<file path="src/rtl/led_matrix_cfg.svh">
`ifndef LED_MATRIX_CFG_SVH
`define LED_MATRIX_CFG_SVH

// panel geometry, two halves are scanned in parallel
`define SEGMENTS 2
`define ROWS 8
`define COLUMNS 32

// colour depth per channel, one bit plane per bit
`define BITDEPTH 8

// output enable cycles for bit plane 0, doubles with every plane
`define OE_BASE 1

// clocks per serial bit, kept short for simulation
`define UART_BIT_CLKS 8

`endif

</file>
<file path="src/rtl/link_pkg.sv">
package link_pkg;

	// one serial character
	typedef logic [7:0] byte_t;

	// sent back to the host each time a new frame goes on display
	localparam byte_t FLIP_ACK = 8'he0;

endpackage

</file>
<file path="src/rtl/uart_tx.sv">
`timescale 1ns/100ps
`include "led_matrix_cfg.svh"

module uart_tx (
	input  logic clk,
	input  logic rst_n,
	input  logic start,
	output logic txo
);

	localparam int BIT_CLKS = `UART_BIT_CLKS;
	localparam int CW = $clog2(BIT_CLKS);

	logic busy;
	logic [CW-1:0] cnt;
	logic [3:0] idx;
	// acknowledge byte with the stop bit on top
	logic [8:0] shreg;
	logic bit_end;
	logic launch;

	assign launch = start && !busy;
	assign bit_end = busy && (cnt == '0);

	always_ff @(posedge clk) begin
		if (launch) begin
			shreg <= {1'b1, link_pkg::FLIP_ACK};
		end else if (bit_end) begin
			shreg <= {1'b1, shreg[8:1]};
		end
	end

	always_ff @(posedge clk or negedge rst_n) begin
		if (!rst_n) begin
			busy <= 1'b0;
			cnt <= '0;
			idx <= '0;
			txo <= 1'b1;
		end else if (launch) begin
			busy <= 1'b1;
			cnt <= CW'(BIT_CLKS - 1);
			idx <= '0;
			txo <= 1'b0;
		end else if (bit_end) begin
			cnt <= CW'(BIT_CLKS - 1);
			if (idx == 4'd9) begin
				// stop bit has run its full time
				busy <= 1'b0;
			end else begin
				txo <= shreg[0];
				idx <= idx + 1'b1;
			end
		end else if (busy) begin
			cnt <= cnt - 1'b1;
		end
	end

endmodule

</file>
<file path="config.mk">
export PLATFORM = sky130hd
export DESIGN_NAME = uart_tx
export DESIGN_NICKNAME = d
export VERILOG_FILES = /design/src/rtl/link_pkg.sv /design/src/rtl/uart_tx.sv
export VERILOG_INCLUDE_DIRS = /design/src /design/src/rtl
export SDC_FILE = /design/constraint.sdc
export NUM_CORES = 1
export LEC_CHECK = 0
export ABC_AREA = 1
export BUFFER_PORTS_ARGS = -buffer_cell sky130_fd_sc_hd__clkbuf_2
export CAP_MARGIN = 30
export CORE_AREA = 2 2 39 41
export DETAILED_ROUTE_END_ITERATION = 10
export DIE_AREA = 0 0 41 43
export HOLD_SLACK_MARGIN = 0.02
export PLACE_DENSITY = 0.69
export SYNTH_ARGS = -nofsm -noshare
export SYNTH_HDL_FRONTEND = slang
export SYNTH_SLANG_ARGS = --single-unit
</file>
<file path="constraint.sdc">
create_clock -name clk -period 2.05 [get_ports clk]
set_input_delay 0.3075 -clock clk [delete_from_list [all_inputs] [get_ports clk]]
set_output_delay 0.3075 -clock clk [all_outputs]
set_load 0.02 [all_outputs]
</file>
# Yosys cells after proc, flatten, opt, wreduce, memory -nomap -nowiden
# Index checks and enable logic that the tools add are counted.
# classes
addsub	2
eq_ne	2
mux	12
n_reduce_logical	9
# op_table
cell	count
4-bit two-way mux	3
3-bit two-way mux	3
1-bit two-way mux	6
4-bit by 1-bit adder with 4-bit output (second input constant)	1
4-bit equality test (second input constant)	1
2-bit AND reduction	2
2-bit nonzero test	2
3-bit logical NOT	1
3-bit nonzero test	1
3-bit by 1-bit subtractor with 3-bit output (second input constant)	1
1-bit logical AND	2
2-bit inequality test (second input constant)	1
1-bit logical NOT	1
# word_totals
ff_bits	14
in_bits	3
output_inout_bits	1
elab_cells	30

# Depth between registers and ports, before layout
# logic_depth
depth_word	4
ltp_mapped	8
depth_no_buf	8

# Worst setup path after synthesis
# Ideal clock, no wire load.
# synth_path
path_kind	register to register
from	register cnt[0]
to	register idx[0]
setup_time_ps	117
arrival_time_ps	1060
required_ps	1933
setup_slack_ps	873
path_stages_with_launch	8
synth_period_minus_slack_ps	1177
path_cell_list	dfrtp_1 > inv_1 > ha_1 > nand3_4 > nand2_4 > nand2_4 > nand2_1 > nand2_1
# synth_via
elab_chain_cells	4
# synth_rtl
item	line	rtl
from (decl)	uart_tx.sv:15	logic [CW-1:0] cnt;
from (signal assigned)	uart_tx.sv:41	cnt <= CW'(BIT_CLKS - 1);
from (signal assigned)	uart_tx.sv:45	cnt <= CW'(BIT_CLKS - 1);
from (signal assigned)	uart_tx.sv:54	cnt <= cnt - 1'b1;
3-bit logical NOT	uart_tx.sv:23	assign bit_end = busy && (cnt == '0);
1-bit logical AND	uart_tx.sv:23	
2-bit nonzero test (no line)	-	
2-bit AND reduction (no line)	-	
to (signal assigned)	uart_tx.sv:51	idx <= idx + 1'b1;
to (decl)	uart_tx.sv:16	logic [3:0] idx;
# Every way passes these cells.
# A chain may end at the register's enable or synchronous reset.

# Worst setup path after layout
# Ends and elaborated chain as after synthesis.

==> results.json <==
{
  "synthTopCellsByCount": "nand2_1 (20), inv_1 (11), dfrtp_1 (8)",
  "pwr-share-seq_pct": 43.4,
  "cts_resized": 0,
  "hold_violations": 0,
  "antenna_found_initial": 0,
  "core_um2": 1384,
  "yosys-top-cells-area": "dfrtp_1 (30%), dfxtp_1 (15%), nand2_1 (11%)",
  "syn-cell-area_um2": 678.2,
  "cts_max_path_buffers": 2,
  "power_uw": 1057,
  "synth-seq-cells": 14,
  "status": "finished, final reports clean",
  "nets": 93,
  "cts_hold_buf": 1,
  "hold_class": "in2reg",
  "clock-skew-final_ns": 0.001558,
  "synthDistinctLibCells": 19,
  "area_growth_syn_to_layout_pct": 11.99,
  "ioPinCount": 4,
  "row_count": 14,
  "p_switching_uw": 394.6,
  "clkTransAtPathRegs_ns": 0.08,
  "rsz0062_at_grt": "false",
  "cts_tree": "built",
  "max_freq_mhz": 784.8,
  "yosysWarnings": 0,
  "grt_pass1_wl_um": 1731,
  "clk_latency_ns": 0.27,
  "fin_cells": 101,
  "fin_area_um2": 759.5,
  "place_congestion": 0.7461,
  "critPathMaxStageDelay_ns": 0.36,
  "share_comb_of_total_power_pct": 38.4,
  "peakVddDrop_mv": 0.5860,
  "drv_cap": 0,
  "path_delay_family": "simple AND/OR/NAND/NOR gates",
  "switching_share_pct": 37.32,
  "ys.flop_type": "dfrtp_1",
  "setup.worst_path.start_class": "flip-flop",
  "htree_levels": 1,
  "tightest_slew_ns": 0.2604,
  "grt_max_degree": 10,
  "slew_headroom_pct": 82.58,
  "portBuffers": 3,
  "end_kind": "flip-flop",
  "drc": 0,
  "synth_nets": 84,
  "slew_violations": 0,
  "p_int_uw": 662.7,
  "async_flop_share_pct": 64.29,
  "dp_cells": 96,
  "grt_use_total_pct": 14.95,
  "cts_setup_buffers": 0,
  "crit_arrival_ns": 1.45,
  "first_pass_iters": 4,
  "fillerInstances": 131,
  "ys_seq_area_share_pct": 48.15,
  "root_buffer": "clkbuf_4",
  "clkPwrFrac_pct": 18.2,
  "gr-total-overflow": 0,
  "vias": 470,
  "cp.buffers_inverters": 1,
  "drt-vias-per-instance": 4.653,
  "setup_viol": 0,
  "cts_buffers": 3,
  "finalCriticalPeriod_ns": 1.274,
  "clock-sinks": 14,
  "fin_tns_setup_ns": 0,
  "p_leak_uw": 0.0004058,
  "wl_per_cell_um": 9.950,
  "synth_most_common_cell": "nand2_1",
  "cp_cell_sequence": "inv_1 > ha_1 > nand3_4 > nand2_4 > nand2_4 > nand2_1 > nand2_1",
  "period_share_pct": 62.15,
  "placed_area_um2": 713.2,
  "dp_slack_ns": 0.7801,
  "crit_type": "reg2reg",
  "synth_area_leader_cell": "dfrtp_1",
  "critical_path_required_ns": 2.23,
  "cp_max_fo": 9,
  "initialDrtViolationCount": 7,
  "p_per_area_nw_per_um2": 1392,
  "wirelength_um": 1005,
  "initial_core_util_pct": 49.01,
  "antenna_cells": 0,
  "slowest_stage": "dfrtp_1",
  "avgSynthCellArea_um2": 8.807,
  "fin_ws_ns": 0.7758,
  "synth_edf_count": 0,
  "chipWidth_um": 41,
  "dp_hpwl_um": 761.1,
  "drive_gt1_share_pct": 23.53,
  "first_global_vias": 420,
  "syn_inst": 77,
  "die_y_um": 43,
  "yosysTopAreaCellShare_pct": 29.52,
  "die_area_um2": 1763,
  "ant_nets": 0
}
-- cells in the final DEF, fill, tap and decap left out, types with 3 or more instances in the layout --
cell type  netlist  routed
nand2_4          3       3
clkbuf_2         0       3
nor2_1           3       3
inv_1           11      11
dfxtp_1          5       5
nand3_1          4       4
dfrtp_1          8       8
nand2_1         20      20
ha_1             4       4
clkbuf_4         0       3
o22ai_1          3       3
inv_2            3       3
-- power groups by stage --
| stage | Sequential (uW) | Combinational [uW] | Clock (uW) |
|---|---|---|---|
| after floorplan | 461 | 330 | 0 |
| after global placement | 463 | 405 | 0 |
| after detailed placement | 464 | 410 | 0 |
| after CTS | 459 | 416 | 201 |
| after global routing | 471 | 478 | 209 |
| final | 459 | 406 | 193 |
-- per-layer routing --
metal  track usage (%)  up-vias  wire [um]
li1                  -      255          -
met1             21.14      206        493
met2             18.75        5        453
met3             4.712        4         34
met4             10.00        0         23
met5                 0        -          0
-- stage by stage --
step	utilization (%)	hold slack (ns)
floorplan	-	0.01191
finish	54.88	0.3656
detailed placement	51.54	0.1792
global route	54.88	0.3761
CTS	54.88	0.3580
global placement	51.54	0.1749
-- layout make-up --
cell class                      instances  area [um2]  share of cell area [%]
Sequential cell                        14       326.6                   43.00
Multi-Input combinational cell         49       299.0                   39.37
Inverter                               14       52.55                   6.919
Clock buffer                            4       36.28                   4.778
Timing Repair Buffer                    4       25.02                   3.295
Tap cell                               16       20.02                   2.636
-- worst paths after layout --
kind	startpoint	to	slack, ns	cells after the start
min in group asynchronous	rst_n	idx[3]	0.42	2
max in group asynchronous	rst_n	txo	1.38	2
setup reg to reg	cnt[0]	idx[0]	0.78	7
setup / recovery	cnt[0]	idx[0]	0.78	7
hold / removal	start	idx[3]	0.37	4
hold reg to reg	shreg[0]	txo	0.42	2
-- worst min-delay path, cell delays in order --
cell      delay, ns
clkbuf_2       0.12
nand2_4        0.08
nand2_1        0.07
nor2_1         0.03
-- logic make-up after synthesis --
logic type / count (synthesis) / synth area share, %
flops: 14 / 48.16
buf+inv: 14 / 7.749
xor+xnor: 1 / 1.292
fa+ha+maj: 4 / 7.380
simple gates: 36 / 28.60
compound gates: 8 / 6.827
-- sequential cells by signal, summed over array words and instances (netlist names) --
signal  flops
shreg       5
idx         4
cnt         3
busy        1
txo         1
Power figures use the tool's default switching activity.
