**src/rtl/led_matrix_cfg.svh**
```systemverilog
`ifndef LED_MATRIX_CFG_SVH
`define LED_MATRIX_CFG_SVH

// panel geometry, two halves are scanned in parallel
`define SEGMENTS 2
`define ROWS 8
`define COLUMNS 32

// colour depth per channel, one bit plane per bit
`define BITDEPTH 8

// output enable cycles for bit plane 0, doubles with every plane
`define OE_BASE 1

// clocks per serial bit, kept short for simulation
`define UART_BIT_CLKS 8

`endif

```
**src/rtl/link_pkg.sv**
```systemverilog
package link_pkg;

	// one serial character
	typedef logic [7:0] byte_t;

	// sent back to the host each time a new frame goes on display
	localparam byte_t FLIP_ACK = 8'he0;

endpackage

```
**src/rtl/uart_rx.sv**
```systemverilog
`timescale 1ns/100ps
`include "led_matrix_cfg.svh"

module uart_rx (
	input  logic clk,
	input  logic rst_n,
	input  logic rxi,
	output link_pkg::byte_t data,
	output logic valid
);

	localparam int BIT_CLKS = `UART_BIT_CLKS;
	localparam int CW = $clog2(BIT_CLKS);

	typedef enum logic [1:0] {RX_IDLE, RX_START, RX_DATA, RX_STOP} rx_state_t;

	rx_state_t state;
	logic [1:0] sync;
	logic line_d;
	logic [CW-1:0] cnt;
	logic [2:0] idx;
	link_pkg::byte_t shreg;
	logic sample_bit;

	// lsb arrives first
	assign sample_bit = (state == RX_DATA) && (cnt == '0);
	assign data = shreg;

	always_ff @(posedge clk) begin
		if (sample_bit) begin
			shreg <= {sync[1], shreg[7:1]};
		end
	end

	always_ff @(posedge clk or negedge rst_n) begin
		if (!rst_n) begin
			sync <= 2'b11;
			line_d <= 1'b1;
			state <= RX_IDLE;
			cnt <= '0;
			idx <= '0;
			valid <= 1'b0;
		end else begin
			sync <= {sync[0], rxi};
			line_d <= sync[1];
			valid <= 1'b0;
			case (state)
				RX_IDLE: begin
					// falling edge starts the half-bit wait
					if (line_d && !sync[1]) begin
						cnt <= CW'(BIT_CLKS / 2 - 1);
						state <= RX_START;
					end
				end
				RX_START: begin
					if (cnt == '0) begin
						// a glitch shorter than half a bit is not a start bit
						if (!sync[1]) begin
							cnt <= CW'(BIT_CLKS - 1);
							idx <= '0;
							state <= RX_DATA;
						end else begin
							state <= RX_IDLE;
						end
					end else begin
						cnt <= cnt - 1'b1;
					end
				end
				RX_DATA: begin
					if (cnt == '0) begin
						cnt <= CW'(BIT_CLKS - 1);
						idx <= idx + 1'b1;
						if (idx == 3'd7) begin
							state <= RX_STOP;
						end
					end else begin
						cnt <= cnt - 1'b1;
					end
				end
				default: begin
					// framing error drops the byte
					if (cnt == '0) begin
						valid <= sync[1];
						state <= RX_IDLE;
					end else begin
						cnt <= cnt - 1'b1;
					end
				end
			endcase
		end
	end

	a_valid_single: assert property (@(posedge clk) disable iff (!rst_n) valid |=> !valid);

endmodule

```
**config.mk**
```make
export PLATFORM = sky130hd
export DESIGN_NAME = uart_rx
export DESIGN_NICKNAME = d
export VERILOG_FILES = /design/src/rtl/link_pkg.sv /design/src/rtl/uart_rx.sv
export VERILOG_INCLUDE_DIRS = /design/src /design/src/rtl
export SDC_FILE = /design/constraint.sdc
export NUM_CORES = 1
export LEC_CHECK = 0
export BUFFER_PORTS_ARGS = -buffer_cell sky130_fd_sc_hd__buf_2
export CAP_MARGIN = 20
export CELL_PAD_IN_SITES_DETAIL_PLACEMENT = 1
export CELL_PAD_IN_SITES_GLOBAL_PLACEMENT = 2
export CORE_MARGIN = 1
export CORE_UTILIZATION = 40
export DETAILED_ROUTE_END_ITERATION = 8
export PLACE_DENSITY_LB_ADDON = 0.1
export SYNTH_ARGS = -nofsm -noshare
export SYNTH_HDL_FRONTEND = slang
export SYNTH_SLANG_ARGS = --single-unit
```
**constraint.sdc**
```tcl
create_clock -name clk -period 4.5 [get_ports clk]
set_input_delay 0.45 -clock clk [delete_from_list [all_inputs] [get_ports clk]]
set_output_delay 0.45 -clock clk [all_outputs]
set_load 0.05 [all_outputs]
```
; ---- Word-level counts from Yosys, hierarchy flattened
; Index checks and enable logic that the tools add are counted.
; W data, S select, Z words.
[op_classes]
addsub = 2
eq_ne = 10
muxes = 19
reduce_logical = 11
[op_table]
columns = operator, n
row1 = $mux W3, 8
row2 = $mux W2, 6
row3 = $pmux W3 S3, 1
row4 = $ne A2 B2 Y1 const B, 3
row5 = $pmux W2 S3, 1
row6 = $pmux W3 S2, 1
row7 = $reduce_and A5 Y1, 1
row8 = $ne A2 B1 Y1 const B, 2
row9 = $ne A4 B2 Y1 const B, 1
row10 = $reduce_and A4 Y1, 1
row11 = $reduce_bool A2 Y1, 2
row12 = $add A3 B1 Y3 const B, 1
row13 = $eq A3 B3 Y1 const B, 1
row14 = $logic_not A3 Y1, 1
row15 = $ne A3 B3 Y1 const B, 1
row16 = $reduce_and A3 Y1, 1
row17 = $reduce_or A3 Y1, 1
row18 = $sub A3 B1 Y3 const B, 1
row19 = $eq A2 B1 Y1 const B, 1
row20 = $eq A2 B2 Y1 const B, 1
row21 = $logic_and A1 B1 Y1, 2
row22 = $logic_not A2 Y1, 1
row23 = $mux W1, 2
row24 = $logic_not A1 Y1, 1
[totals]
reg_bits = 20
input_bits = 3
output_inout_bits = 9
wordCells = 49

; ---- Logic depth before layout (Yosys ltp)
[depth]
depth_word = 4
mapped_depth = 6
ltp_nobuf = 6

; ---- Worst setup path after synthesis
; OpenSTA, ideal clock, no wires.
[synth_timing]
kind = register to register
startpoint = reg state[1]
endpoint = reg cnt[0]
t_arrival_ns = 1.392
setup_slack_ns = 2.980
path_stages_with_launch = 7
n_path_buf = 0
cell_sequence = dfrtp_1 inv_1 ha_1 nand4b_1 nand3_1 a21oi_2 mux2_1
[synth_via]
elab_chain_cells = 3
elab_cells_between_ends = 8
classes_between = 5 x eq/ne / 1 x mux / 2 x reduce/logical
[synth_lines]
columns = item, line
row1 = "start, declared", uart_rx.sv:17  ; rx_state_t state;
row2 = "start signal, assigned", uart_rx.sv:39  ; state <= RX_IDLE;
row3 = "start signal, assigned", uart_rx.sv:52  ; state <= RX_START;
row4 = "start signal, assigned", uart_rx.sv:61  ; state <= RX_DATA;
row5 = "$eq A2 B2 Y1, or another cell as far along", uart_rx.sv:47  ; case (state)
row6 = "$ne A4 B2 Y1 (no line), or another cell as far along", n/a
row7 = $reduce_and A3 Y1 (no line), n/a
row8 = "end signal, assigned", uart_rx.sv:51  ; cnt <= CW'(BIT_CLKS / 2 - 1);
row9 = "end signal, assigned", uart_rx.sv:59  ; cnt <= CW'(BIT_CLKS - 1);
row10 = "end signal, assigned", uart_rx.sv:66  ; cnt <= cnt - 1'b1;
row11 = "end, declared", uart_rx.sv:20  ; logic [CW-1:0] cnt;
; Parallel ways exist; a longest one is shown, timed or not.
; A chain may end at the register's enable or synchronous reset.

; ---- Worst setup path after layout
[layout_timing]
startpoint = reg state[1]
endpoint = reg cnt[2]
; Same word-level chain as after synthesis.

==> impl_summary.md <==
Outcome
The flow ran to the end, and the final reports show no timing, DRC or antenna violations.

Power and ir drop
VDD sags by at most roughly 290 µV. The net switching component of the power is between 200 and 250 µW. Power spread over the standard cell area amounts to roughly 600 nW/µm². The combinational power share is 39.8%. Sequential cells burn a little under two fifths of the power. The proportion of power drawn by the clock network is 22.1%.

The static power due to leakage is about 0.00048 µW. The internal power component is roughly 430 µW. The net switching share of the total power is 35.4%.

Synth
The synthesized netlist occupies a cell area of ~930 µm². After synthesis, flip-flops and latches occupy between 50 and 60% of the total area. Synthesis produced slightly below 70 cells.

In this run, synthesis produced a sequential element count of 20. The number of nets in the synthesized netlist is 80. The fraction of post-synthesis cell area in the top cell type by area is 25.7%. By area the synthesized netlist is led by sky130_fd_sc_hd__edfxtp_1 26%, sky130_fd_sc_hd__dfrtp_1 24%, sky130_fd_sc_hd__ha_1 12%.

The count of unique library cells instantiated by Yosys is 27. The dominant cell type by area after synthesis is sky130_fd_sc_hd__edfxtp_1. The Yosys warning count is 0. The average instance in the mapped netlist occupies roughly 14 µm².

Clock network
The clock transition at the register clock pins on the worst setup and hold paths after CTS is about 0.11 ns. The number of clock sinks is 20. Post-CTS timing repair inserted 0 buffers for setup. The CTS root buffer is sky130_fd_sc_hd__clkbuf_4. The clock latency on the worst-skew pair is approximately 0.30 ns. No sink is reached through more buffers than the 2 on the longest clock path. The level count of the clock H-tree is 1. For this design, the CTS-stage hold fixing added 0 buffers. The number of gates resized after cts is 0.

The total CTS buffers is 3. The CTS tree is yes.

STA
Based on the critical path, the design can be clocked at up to roughly 580 MHz. At the pin with the least slew margin, the transition time is ~0.34 ns. The routed design could run at a clock period as short as 1.72 ns. The final max-slew violation count was 0. The total count of hold-check failures in the final report is 0.

The worst pin sits at a relative slew slack of 77.2%. In the final timing run, aggregate negative setup slack is 0 ns. Setup violations remaining at the end of the flow were counted as 0.

Setup repair after global routing left no endpoint under its margin. Dividing the final minimum period by the clock period gives roughly two fifths. Clock skew on the completed layout was measured at ~0.0014 ns.

Cells and area
After routing the design area is about 1100 µm². The count of antenna diodes in the layout is 0. The net count of the finished layout is 96. In the final layout, the share of cells above drive strength 1 is 28.9%.

The layout-stage area growth over the synthesis result is 15.3%. After the flow finishes, the layout carries non-filler instances totaling approximately 110. Counting the fill cells in the layout gives 240.

Critical path
Broken down by cell family, the worst path's largest delay share belongs to flip-flops. The critical path goes through inv_1, ha_1, nand2b_1, nand3_1, a21oi_2, mux2_1. The kind of launch point of the worst setup path is a flip-flop. The data arrival time at the worst-slack endpoint is between 1.5 and 2 ns. Data on the critical path is required at its endpoint by approximately 4.7 ns.

The kind of critical path is reg2reg. Together, buffers and inverters on the worst path number 1. The largest single stage delay on the critical path is approximately 0.46 ns.

For this design, the slowest cell found on the critical path is sky130_fd_sc_hd__dfrtp_1. Setup slack on the worst reg-to-reg path comes out at around 2.8 ns. The kind of end point of the critical path is a flip-flop. The largest fanout of any net on the critical path is 7.

Placed design
In this run the cell area measured after placement is a little over 1000 µm². Counting tap cells, the placed design contains a total of about 110 instances. The final weighted congestion of routability-driven global placement is slightly below 0.7.

In this run the tool buffered the top-level ports with 11 buffer cells. The wire-length estimate of the detail-placed layout is approximately 1200 µm.

Job
Max-cap violations in this run came to 0.

Die
From left edge to right edge, the die measures 50.3 µm. The number of placement rows is 17. The core region area is roughly 2200 µm².

The initial utilization of the core area, before any placement, comes to between 40% and 50%. The chip height is 50.3 µm. The total I/O pin count is 12. The area of the die is ~2500 µm².

Detailed routing
The vias after detailed routing is 560. Summed over all layers, the routed wires come to ~1500 µm. Before antenna repair, the detailed router went through 4 iterations. The number of nets with antenna violations after detailed routing is 0. The initial DRC count is 6. In the routed design, unresolved DRC markers number 0. After detailed routing, the average wire length per cell comes to about 13 µm. The detail-routed via count per cell is between 5 and 6.

Global routing
Across every metal layer, demand over resource in global routing totals roughly 14%. The maximum number of pins on one net before global-route repair is 13. The wire length of the first global-routing pass is approximately 2600 µm. The initial antenna violation count is 0.

The total congestion overflow is 0. The via count of the first global-routing pass was 555.

Hold path
In this run the worst hold path is classified as in2async.
## cell usage in the layout, fill, tap and decap left out, types with 3 or more instances in the layout
cell                       instances
sky130_fd_sc_hd__clkbuf_4          3
sky130_fd_sc_hd__ha_1              9
sky130_fd_sc_hd__nand2_1           3
sky130_fd_sc_hd__mux2_1            3
sky130_fd_sc_hd__inv_1             6
sky130_fd_sc_hd__dfrtp_1           9
sky130_fd_sc_hd__edfxtp_1          8
sky130_fd_sc_hd__dfstp_2           3
sky130_fd_sc_hd__buf_2            11
## final timing paths
path,startpoint,to,cells past startpoint
setup reg to reg,state[1],cnt[2],6
hold reg to reg,sync[0],sync[1],0
max in group asynchronous,rst_n,sync[1],1
min in group clk,rxi,sync[0],1
setup / recovery,state[1],cnt[2],6
hold / removal,rst_n,cnt[0],1
## stage by stage
stage          util, %  worst slack (ns)  power (µW)  hold slack, ns
5_1_grt           48.6              2.61         720         0.00602
3_3_place_gp      46.3              2.78         522           0.344
6_report          48.6              2.78         662         0.00555
2_1_floorplan        -              2.98         467           0.154
3_5_place_dp      46.3              2.76         525           0.346
4_1_cts           48.6              2.75         671          0.0116
## power groups by stage
stage          registers [µW]  logic [µW]  clock network, µW
4_1_cts                   253         269                149
6_report                  253         263                146
3_5_place_dp              257         268                  0
3_3_place_gp              255         267                  0
2_1_floorplan             267         200                  0
5_1_grt                   258         305                157
## final cells by class
type	instances	area [µm²]	share of cell area [%]
clock inverters	1	30.0	2.79
inverters	6	22.5	2.09
repair buffers	11	55.1	5.12
clock buffers	3	22.5	2.09
multi-input cells	42	367	34.1
well taps	28	35.0	3.26
flip-flops and latches	20	544	50.6
## worst reg2reg max path: stages (launching register included)
cell                       delay, ns
sky130_fd_sc_hd__dfrtp_1        0.46
sky130_fd_sc_hd__inv_1          0.10
sky130_fd_sc_hd__ha_1           0.27
sky130_fd_sc_hd__nand2b_1       0.14
sky130_fd_sc_hd__nand3_1        0.10
sky130_fd_sc_hd__a21oi_2        0.19
sky130_fd_sc_hd__mux2_1         0.35
## flip-flops by register name, summed over array words and instances (netlist names)
| register | cells |
|---|---|
| data | 8 |
| cnt | 3 |
| idx | 3 |
| state | 2 |
| sync | 2 |
| line_d | 1 |
| valid | 1 |
## Yosys cell counts (all sizes together)
| cell type | n |
|---|---|
| ha | 9 |
| nor2b | 1 |
| nand2 | 3 |
| and2 | 1 |
| or2b | 1 |
| nor2 | 2 |
| nor3 | 2 |
| a211oi | 2 |
| dfrtp | 9 |
| inv | 6 |
| nor3b | 1 |
| o2111ai | 1 |
| mux2 | 4 |
| o41ai | 1 |
| a21oi | 3 |
| dfstp | 3 |
| and3 | 2 |
| a22o | 2 |
| o211ai | 1 |
| nand4b | 1 |
| nand3 | 1 |
| edfxtp | 8 |
| o21ai | 2 |
| nand2b | 1 |
| o31ai | 1 |
## layer usage
layer,part of all wire (%),track usage (%),vias up
li1,-,-,276
met1,49,19.4,268
met2,45,20.9,14
met3,4.6,3.64,2
met4,0.67,5.56,0
met5,0,0,-
## kinds of logic after synthesis
family | Yosys count | share of synthesized area [%]
buffers and inverters | 6 | 2.41
flip-flops | 20 | 58.3
AND/OR/NAND/NOR | 16 | 10.9
multiplexers | 4 | 4.83
adder cells (fa/ha/maj) | 9 | 12.1
AO/OA/AOI/OAI | 13 | 11.5
No activity file was read; power rests on OpenSTA's default activity.
