## src/rtl/led_matrix_cfg.svh

```systemverilog
`ifndef LED_MATRIX_CFG_SVH
`define LED_MATRIX_CFG_SVH

// panel geometry, two halves are scanned in parallel
`define SEGMENTS 2
`define ROWS 8
`define COLUMNS 32

// colour depth per channel, one bit plane per bit
`define BITDEPTH 8

// output enable cycles for bit plane 0, doubles with every plane
`define OE_BASE 1

// clocks per serial bit, kept short for simulation
`define UART_BIT_CLKS 8

`endif

```

## src/rtl/display_pkg.sv

```systemverilog
`include "led_matrix_cfg.svh"

package display_pkg;

	// one colour pixel as it sits in the frame memory
	typedef struct packed {
		logic [`BITDEPTH-1:0] red;
		logic [`BITDEPTH-1:0] green;
		logic [`BITDEPTH-1:0] blue;
	} pixel_t;

	// one memory word feeds both segments, index 0 is the upper half
	typedef pixel_t [`SEGMENTS-1:0] panel_word_t;

	// row address within a segment
	typedef logic [$clog2(`ROWS)-1:0] row_t;

	// column position within a row
	typedef logic [$clog2(`COLUMNS)-1:0] col_t;

	// bit plane index for binary-coded modulation
	typedef logic [$clog2(`BITDEPTH)-1:0] plane_t;

endpackage

```

## src/rtl/scan_driver.sv

```systemverilog
`timescale 1ns/100ps
`include "led_matrix_cfg.svh"

module scan_driver (
	input  logic clk,
	input  logic rst_n,
	output display_pkg::row_t rrow,
	output display_pkg::col_t rcol,
	input  display_pkg::panel_word_t rdata,
	output logic frame_complete,
	output display_pkg::row_t a,
	output logic [`SEGMENTS*3-1:0] rgb,
	output logic oclk,
	output logic lat,
	output logic oe
);

	// longest enable period belongs to the top plane
	localparam int EW = $clog2(`OE_BASE * (1 << (`BITDEPTH - 1)) + 1);
	localparam display_pkg::row_t LAST_ROW = display_pkg::row_t'(`ROWS - 1);
	localparam display_pkg::col_t LAST_COL = display_pkg::col_t'(`COLUMNS - 1);
	localparam display_pkg::plane_t LAST_PLANE = display_pkg::plane_t'(`BITDEPTH - 1);

	typedef enum logic [1:0] {ST_SHIFT, ST_LATCH, ST_DISPLAY} scan_state_t;

	scan_state_t state;
	display_pkg::row_t row;
	display_pkg::row_t nxt_row;
	display_pkg::col_t col;
	display_pkg::col_t col_inc;
	display_pkg::plane_t plane;
	display_pkg::plane_t nxt_plane;
	logic phase;
	logic [EW-1:0] en_cnt;
	logic en_last;

	assign col_inc = (col == LAST_COL) ? '0 : col + 1'b1;
	assign nxt_plane = (plane == LAST_PLANE) ? '0 : plane + 1'b1;
	assign nxt_row = (plane != LAST_PLANE) ? row : ((row == LAST_ROW) ? '0 : row + 1'b1);
	assign en_last = (state == ST_DISPLAY) && (en_cnt == EW'(1));

	// memory reads lead the shift by one cycle; outside the shift the
	// first column of the next plane row is fetched
	assign rrow = (state == ST_SHIFT) ? row : nxt_row;
	assign rcol = (state == ST_SHIFT) ? (phase ? col_inc : col) : '0;

	assign oclk = (state == ST_SHIFT) && phase;
	assign lat = (state == ST_LATCH);
	assign oe = (state != ST_DISPLAY);
	assign frame_complete = en_last && (plane == LAST_PLANE) && (row == LAST_ROW);

	// segment s takes rgb[3s+2:3s]
	always_comb begin
		for (int s = 0; s < `SEGMENTS; s++) begin
			rgb[3*s] = rdata[s].red[plane];
			rgb[3*s+1] = rdata[s].green[plane];
			rgb[3*s+2] = rdata[s].blue[plane];
		end
	end

	always_ff @(posedge clk or negedge rst_n) begin
		if (!rst_n) begin
			state <= ST_SHIFT;
			row <= '0;
			col <= '0;
			plane <= '0;
			phase <= 1'b0;
			en_cnt <= '0;
			a <= '0;
		end else begin
			case (state)
				ST_SHIFT: begin
					phase <= ~phase;
					if (phase) begin
						col <= col_inc;
						if (col == LAST_COL) begin
							// address moves while the outputs are still dark
							a <= row;
							state <= ST_LATCH;
						end
					end
				end
				ST_LATCH: begin
					en_cnt <= EW'(`OE_BASE) << plane;
					state <= ST_DISPLAY;
				end
				default: begin
					en_cnt <= en_cnt - 1'b1;
					if (en_last) begin
						plane <= nxt_plane;
						row <= nxt_row;
						state <= ST_SHIFT;
					end
				end
			endcase
		end
	end

	// row address holds still for the whole lit period
	a_row_held_lit: assert property (@(posedge clk) disable iff (!rst_n) !oe |-> $stable(a));

endmodule

```

## config.mk

```make
export PLATFORM = sky130hd
export DESIGN_NAME = scan_driver
export DESIGN_NICKNAME = d
export VERILOG_FILES = /design/src/rtl/display_pkg.sv /design/src/rtl/scan_driver.sv
export VERILOG_INCLUDE_DIRS = /design/src /design/src/rtl
export SDC_FILE = /design/constraint.sdc
export NUM_CORES = 1
export LEC_CHECK = 0
export BUFFER_PORTS_ARGS = -buffer_cell sky130_fd_sc_hd__buf_2
export CORE_AREA = 2 2 60 73
export DETAILED_ROUTE_END_ITERATION = 8
export DIE_AREA = 0 0 62 75
export PLACE_DENSITY = 0.78
export SLEW_MARGIN = 5
export SYNTH_ARGS = -nofsm -noshare
export SYNTH_HDL_FRONTEND = slang
export SYNTH_SLANG_ARGS = --single-unit
```

## constraint.sdc

```tcl
create_clock -name clk -period 2.5 [get_ports clk]
set_clock_uncertainty 0.2 [all_clocks]
set_input_delay 0.125 -clock clk [delete_from_list [all_inputs] [get_ports clk]]
set_output_delay 0.125 -clock clk [all_outputs]
set_load 0.02 [all_outputs]
```

==> Word-level counts from Yosys, hierarchy flattened <==
Index checks and enable logic that the tools add are counted.
{ "classes": {"add_sub_neg": 4, "n_lt_le_gt_ge": 1, "eq_ne": 10, "shifts": 1, "muxes": 24, "bitwise": 2, "reduce_logical": 10} }
{ "ops": {"columns": ["op", "count"], "rows": [
  ["binary-select mux 1 bit (select 3 bit)", 6],
  ["case mux 8 bit (2 select lines)", 1],
  ["two-way mux 5 bit", 3],
  ["two-way mux 3 bit", 4],
  ["equality test 8 x 1 -> 1 bit, second input constant", 1],
  ["<< shifter 1 x 3 -> 8 bit, first input constant", 1],
  ["subtractor 8 x 1 -> 8 bit, second input constant", 1],
  ["adder 3 x 1 -> 3 bit, second input constant", 2],
  ["equality test 3 bit, second input constant", 2],
  ["two-way mux 1 bit", 6],
  ["two-way mux 2 bit", 3],
  ["!= test 2 bit, second input constant", 3],
  ["AND reduction 3 bit", 2],
  ["adder 5 x 1 -> 5 bit, second input constant", 1],
  ["equality test 5 bit, second input constant", 1],
  ["logical AND 1 bit", 4],
  ["< comparator 3 x 4 -> 1 bit, second input constant", 1],
  ["case mux 2 bit (2 select lines)", 1],
  ["!= test 3 bit, second input constant", 1],
  ["nonzero test 3 bit", 1],
  ["equality test 2 x 1 -> 1 bit, second input constant", 1],
  ["equality test 2 bit, second input constant", 1],
  ["logical NOT 2 bit", 1],
  ["inverter 1 bit", 2],
  ["2 further kinds", 2]
]} }
{ "word_totals": {"register_bits": 25, "input_bits": 50, "output_inout_bits": 21, "wordCells": 59} }

==> Logic depth before layout (Yosys ltp) <==
{ "logic_depth": {"word_depth": 4, "depth_mapped": 7, "ltp_nobuf": 6} }

==> Worst setup path before layout <==
No wires, ideal clock.
{ "synth_timing": {"path_type": "register -> register", "start": "register en_cnt[1]", "end": "register row[0]", "setup_ns": 0.125, "t_arrival_ns": 1.817, "required_time_ns": 2.175, "slack_ns": 0.358, "path_stages_with_launch": 6, "path_buffers": 0, "period_less_slack_ns": 2.142, "path_cell_list": "dfrtp_1 > inv_1 > ha_1 > or4bb_1 > or4_4 > mux2_4"} }
{ "synth_via": {"elab_chain_len": 3} }
{ "synth_rtl": {"columns": ["item", "line", "source"], "rows": [
  ["from (decl)", "scan_driver.sv:34", "logic [EW-1:0] en_cnt;"],
  ["from (signal assigned)", "scan_driver.sv:84", "en_cnt <= EW'(`OE_BASE) << plane;"],
  ["from (signal assigned)", "scan_driver.sv:88", "en_cnt <= en_cnt - 1'b1;"],
  ["equality test 8 x 1 -> 1 bit", "scan_driver.sv:40", "assign en_last = (state == ST_DISPLAY) && (en_cnt == EW'(1));"],
  ["logical AND 1 bit", "scan_driver.sv:40", null],
  ["AND reduction 2 bit (no line)", null, null],
  ["to (signal assigned)", "scan_driver.sv:91", "row <= nxt_row;"],
  ["to (decl)", "scan_driver.sv:27", "display_pkg::row_t row;"]
]} }
No other way between the ends.
A chain may end at the register's enable or synchronous reset.

==> Worst setup path after layout <==
{ "layout_timing": {"start": "register col[0]", "end": "output rcol[2]"} }
{ "layout_via": {"elab_chain_len": 4, "word_cells_on_any_way": 5, "classes_between": "add/sub: 1; eq/ne: 1; mux: 3"} }
{ "layout_rtl": {"columns": ["item", "line", "source"], "rows": [
  ["from (decl)", "scan_driver.sv:29", "display_pkg::col_t col;"],
  ["from (signal assigned)", "scan_driver.sv:75", "col <= col_inc;"],
  ["adder 5 x 1 -> 5 bit or equality test 5 bit (tied branches)", "scan_driver.sv:37", "assign col_inc = (col == LAST_COL) ? '0 : col + 1'b1;"],
  ["two-way mux 5 bit *", "scan_driver.sv:37", null],
  ["two-way mux 5 bit *", null, null],
  ["two-way mux 5 bit *", "scan_driver.sv:45", "assign rcol = (state == ST_SHIFT) ? (phase ? col_inc : col) : '0;"],
  ["to (decl)", "scan_driver.sv:8", "output display_pkg::col_t rcol,"]
]} }
Mark *: on every way between the ends. The rest lies on a longest branch, timed or not.

==> metrics.cfg <==
[outcome]
status = finished clean

[critical_path]
critical_path_class = flip-flop to output port
setup.worst_path.start = col[0]
reg2reg_depth = 5
arrival_ns = 1.99
cp_slowest_cell = dfrtp_1
worst-path-stages = 7
crit_buf_inv = 1
reg2reg_setup_slack_ns = 0.26
crit_family = adder cells
cp_common_cell = ha_1
cpPeakStageDelay_ns = 0.43
worstSetupEndpointType = output port
path_max_fanout = 7
cp_cell_sequence = ha_1 -> and3_1 -> ha_1 -> nor3b_2 -> a22oi_1 -> nor2_1 -> buf_2
reg2reg_to = row[1]
critPathRequiredTime_ns = 2.17
reg2reg_from = en_cnt[1]
startpoint_type = flip-flop

[logic_synthesis]
synth_top_family_by_area = multiplexers
syn_area_per_cell_sq_um = 10.5
yosys.cell_types.count = 41
synth.cell_area_sq_um = 1870
yosysSeqAreaShare_pct = 33.5
synth_edf_count = 0
synth.largest_area_cell = dfrtp_1
synth_compound_area_share_pct = 10.2
synth_top_area_share_pct = 33.5
syn_inst = 178
synth_ff_type = dfrtp_1
synth-xor-area-share_pct = 1.41
yosysWarnings = 0
yosys.area_share.adder_pct = 8.05
muxShareOfSynthArea_pct = 25.1
synthTopCellsByArea = dfrtp_1 (34%), mux4_2 (14%), ha_1 (8.0%)
ys_seq_elements = 25
yosys.area_share.simple_pct = 17.6
syn-num-nets = 240
async_flop_share_pct = 100

[global_routing]
grt_max_degree = 26
grt_pass1_vias = 1600
grt.total_usage_pct = 19.7
grt-ovfl-total = 0
antenna_found_initial = 0
grt_pass1_wl_um = 6880

[placed_design]
port_buffers = 70
dp_hpwl_um = 3320
place_inst = 298
gp_congestion = 0.875

[timing]
slew_violations = 0
hold_viol_final = 0
fin_setup_tns_ns = 0
finalCritPeriodShare_pct = 92.8
setup_violations = 0
worst_pin_slew_ns = 0.557
fmax_mhz = 431
relSlewSlack_pct = 62.9
hold-worst-slack_ns = 0.161
rsz0062_at_grt = false
period_needed_ns = 2.32

[power_and_ir_drop]
ir_drop_mv = 0.187
powerDensity_nw_per_um2 = 310
power_leakage_nw = 1.21
power_mw = 0.731

[clock_network]
clockRootBuffer = clkbuf_8
clkSinkCount = 25
post_cts_buffers = 0
clock_latency_ns = 0.28
cts_tree = yes
clk_pin_slew_ns = 0.09
cts.path.max_buffers = 2
cts_buffers = 3
h-tree-depth = 1

[floorplan]
die_x_um = 62
core_area_sq_um = 3910
dieArea_sq_um = 4650
io_pins = 71
start_util_pct = 47.7
rows = 25
fp.dieH_um = 75

[layout]
final_cell_count_no_fill = 303
area_growth_syn_to_layout_pct = 26.2
diodes = 0
nNetsFinal = 312
drive_gt1_share_pct = 44.6

[drt]
drt-wirelength-per-cell_um = 13.8
drc = 0
viasPerCell = 5.42
firstDrtPassIters = 4
ant_nets = 0
drt_iter0_markers = 70
dr_total_vias = 1642
wl_um = 4180

[worst_hold_path]
hp-class = input pin to asynchronous set/reset pin

[run]
timing.max_cap.violations = 0

routing by layer:
metal / track usage, % / vias to the layer above / part of all wire [%]
met5: 0 / - / 0
met4: 7.33 / 0 / 2.0
met3: 3.44 / 9 / 6.1
met2: 33.3 / 62 / 52
met1: 24.9 / 774 / 40
li1: - / 797 / -
cell type report:
type                    instances  area [sq um]
clock buffers                   3          41.3
fillers                       331          1560
flip-flops and latches         25           626
inverters                      10          37.5
multi-input cells             133          1170
clock inverters                 1          7.51
repair buffers                 77           405
well taps                      54          67.6
worst max-delay path by stage:
stage / to
after detailed placement: row[1]
after global placement: row[1]
after global routing: rcol[2]
final: rcol[2]
after CTS: rcol[2]
after floorplan: row[0]
metrics by stage:
step	util, %	instance area, sq um	setup WS, ns
floorplan	-	1870	0.358
global placement	58.6	2290	0.326
detailed placement	58.6	2290	0.281
CTS	60.1	2350	0.123
global route	60.2	2350	0.0657
finish	60.2	2350	0.180
layout by cell type, fill, tap and decap left out, drive strengths merged, types with 2 or more instances in the layout:
| cell type | synthesis | layout |
|---|---|---|
| inv | 9 | 9 |
| and3 | 4 | 4 |
| dfrtp | 25 | 25 |
| a32oi | 2 | 2 |
| nand2 | 23 | 23 |
| or4 | 3 | 3 |
| o31ai | 2 | 2 |
| a31oi | 4 | 4 |
| buf | 2 | 76 |
| a221oi | 2 | 2 |
| o21ai | 6 | 6 |
| mux2i | 4 | 4 |
| a22o | 2 | 2 |
| or3 | 4 | 4 |
| mux4 | 12 | 12 |
| nor2 | 9 | 9 |
| nor2b | 4 | 4 |
| a21oi | 3 | 3 |
| ha | 12 | 12 |
| clkbuf | 8 | 3 |
| a211oi | 4 | 4 |
| nand2b | 4 | 4 |
| mux2 | 13 | 13 |
| nor3 | 2 | 2 |
| xnor2 | 2 | 2 |
where the power goes:
group / internal [mW] / switching, mW
sequential: 0.404 / 0
clock: 0.113 / 0.138
combinational: 0.0453 / 0.0304
total: 0.563 / 0.168
flip-flops by register name (all words and copies together), names as in the netlist:
signal	flops
a	3
col	5
en_cnt	8
phase	1
plane	3
row	3
state	2
synth_stat cells, types with 2 or more instances:
cell type and n:
nand2b_1 4, inv_1 9, a31oi_1 4, a21oi_1 3, dfrtp_1 25, mux2_4 3, nor2_1 9, xnor2_1 2
or3_1 4, nor2b_1 4, a22o_1 2, nand2_1 23, and3_1 4, mux2i_1 4, mux2_2 10, a221oi_1 2
ha_1 12, clkbuf_1 8, a211oi_1 4, o31ai_1 2, or4_4 2, o21ai_0 6, mux4_2 12, nor3_1 2
a32oi_1 2
cells by family (layout without fill, tap and decap cells):
logic type / after synthesis / in the layout
AO/OA/AOI/OAI: 28 / 28
adder cells (fa/ha/maj): 12 / 12
multiplexers: 29 / 29
AND/OR/NAND/NOR: 61 / 61
flip-flops: 25 / 25
buffers and inverters: 20 / 91
XOR/XNOR: 3 / 3
repair_timing:
action                                  in CTS  in global routing
endpoints found under the hold margin       25                  0
endpoints found under the setup margin       0                  1
resized for setup                            0                  1
hold buffers                                 1                  0
Power figures use the tool's default switching activity.
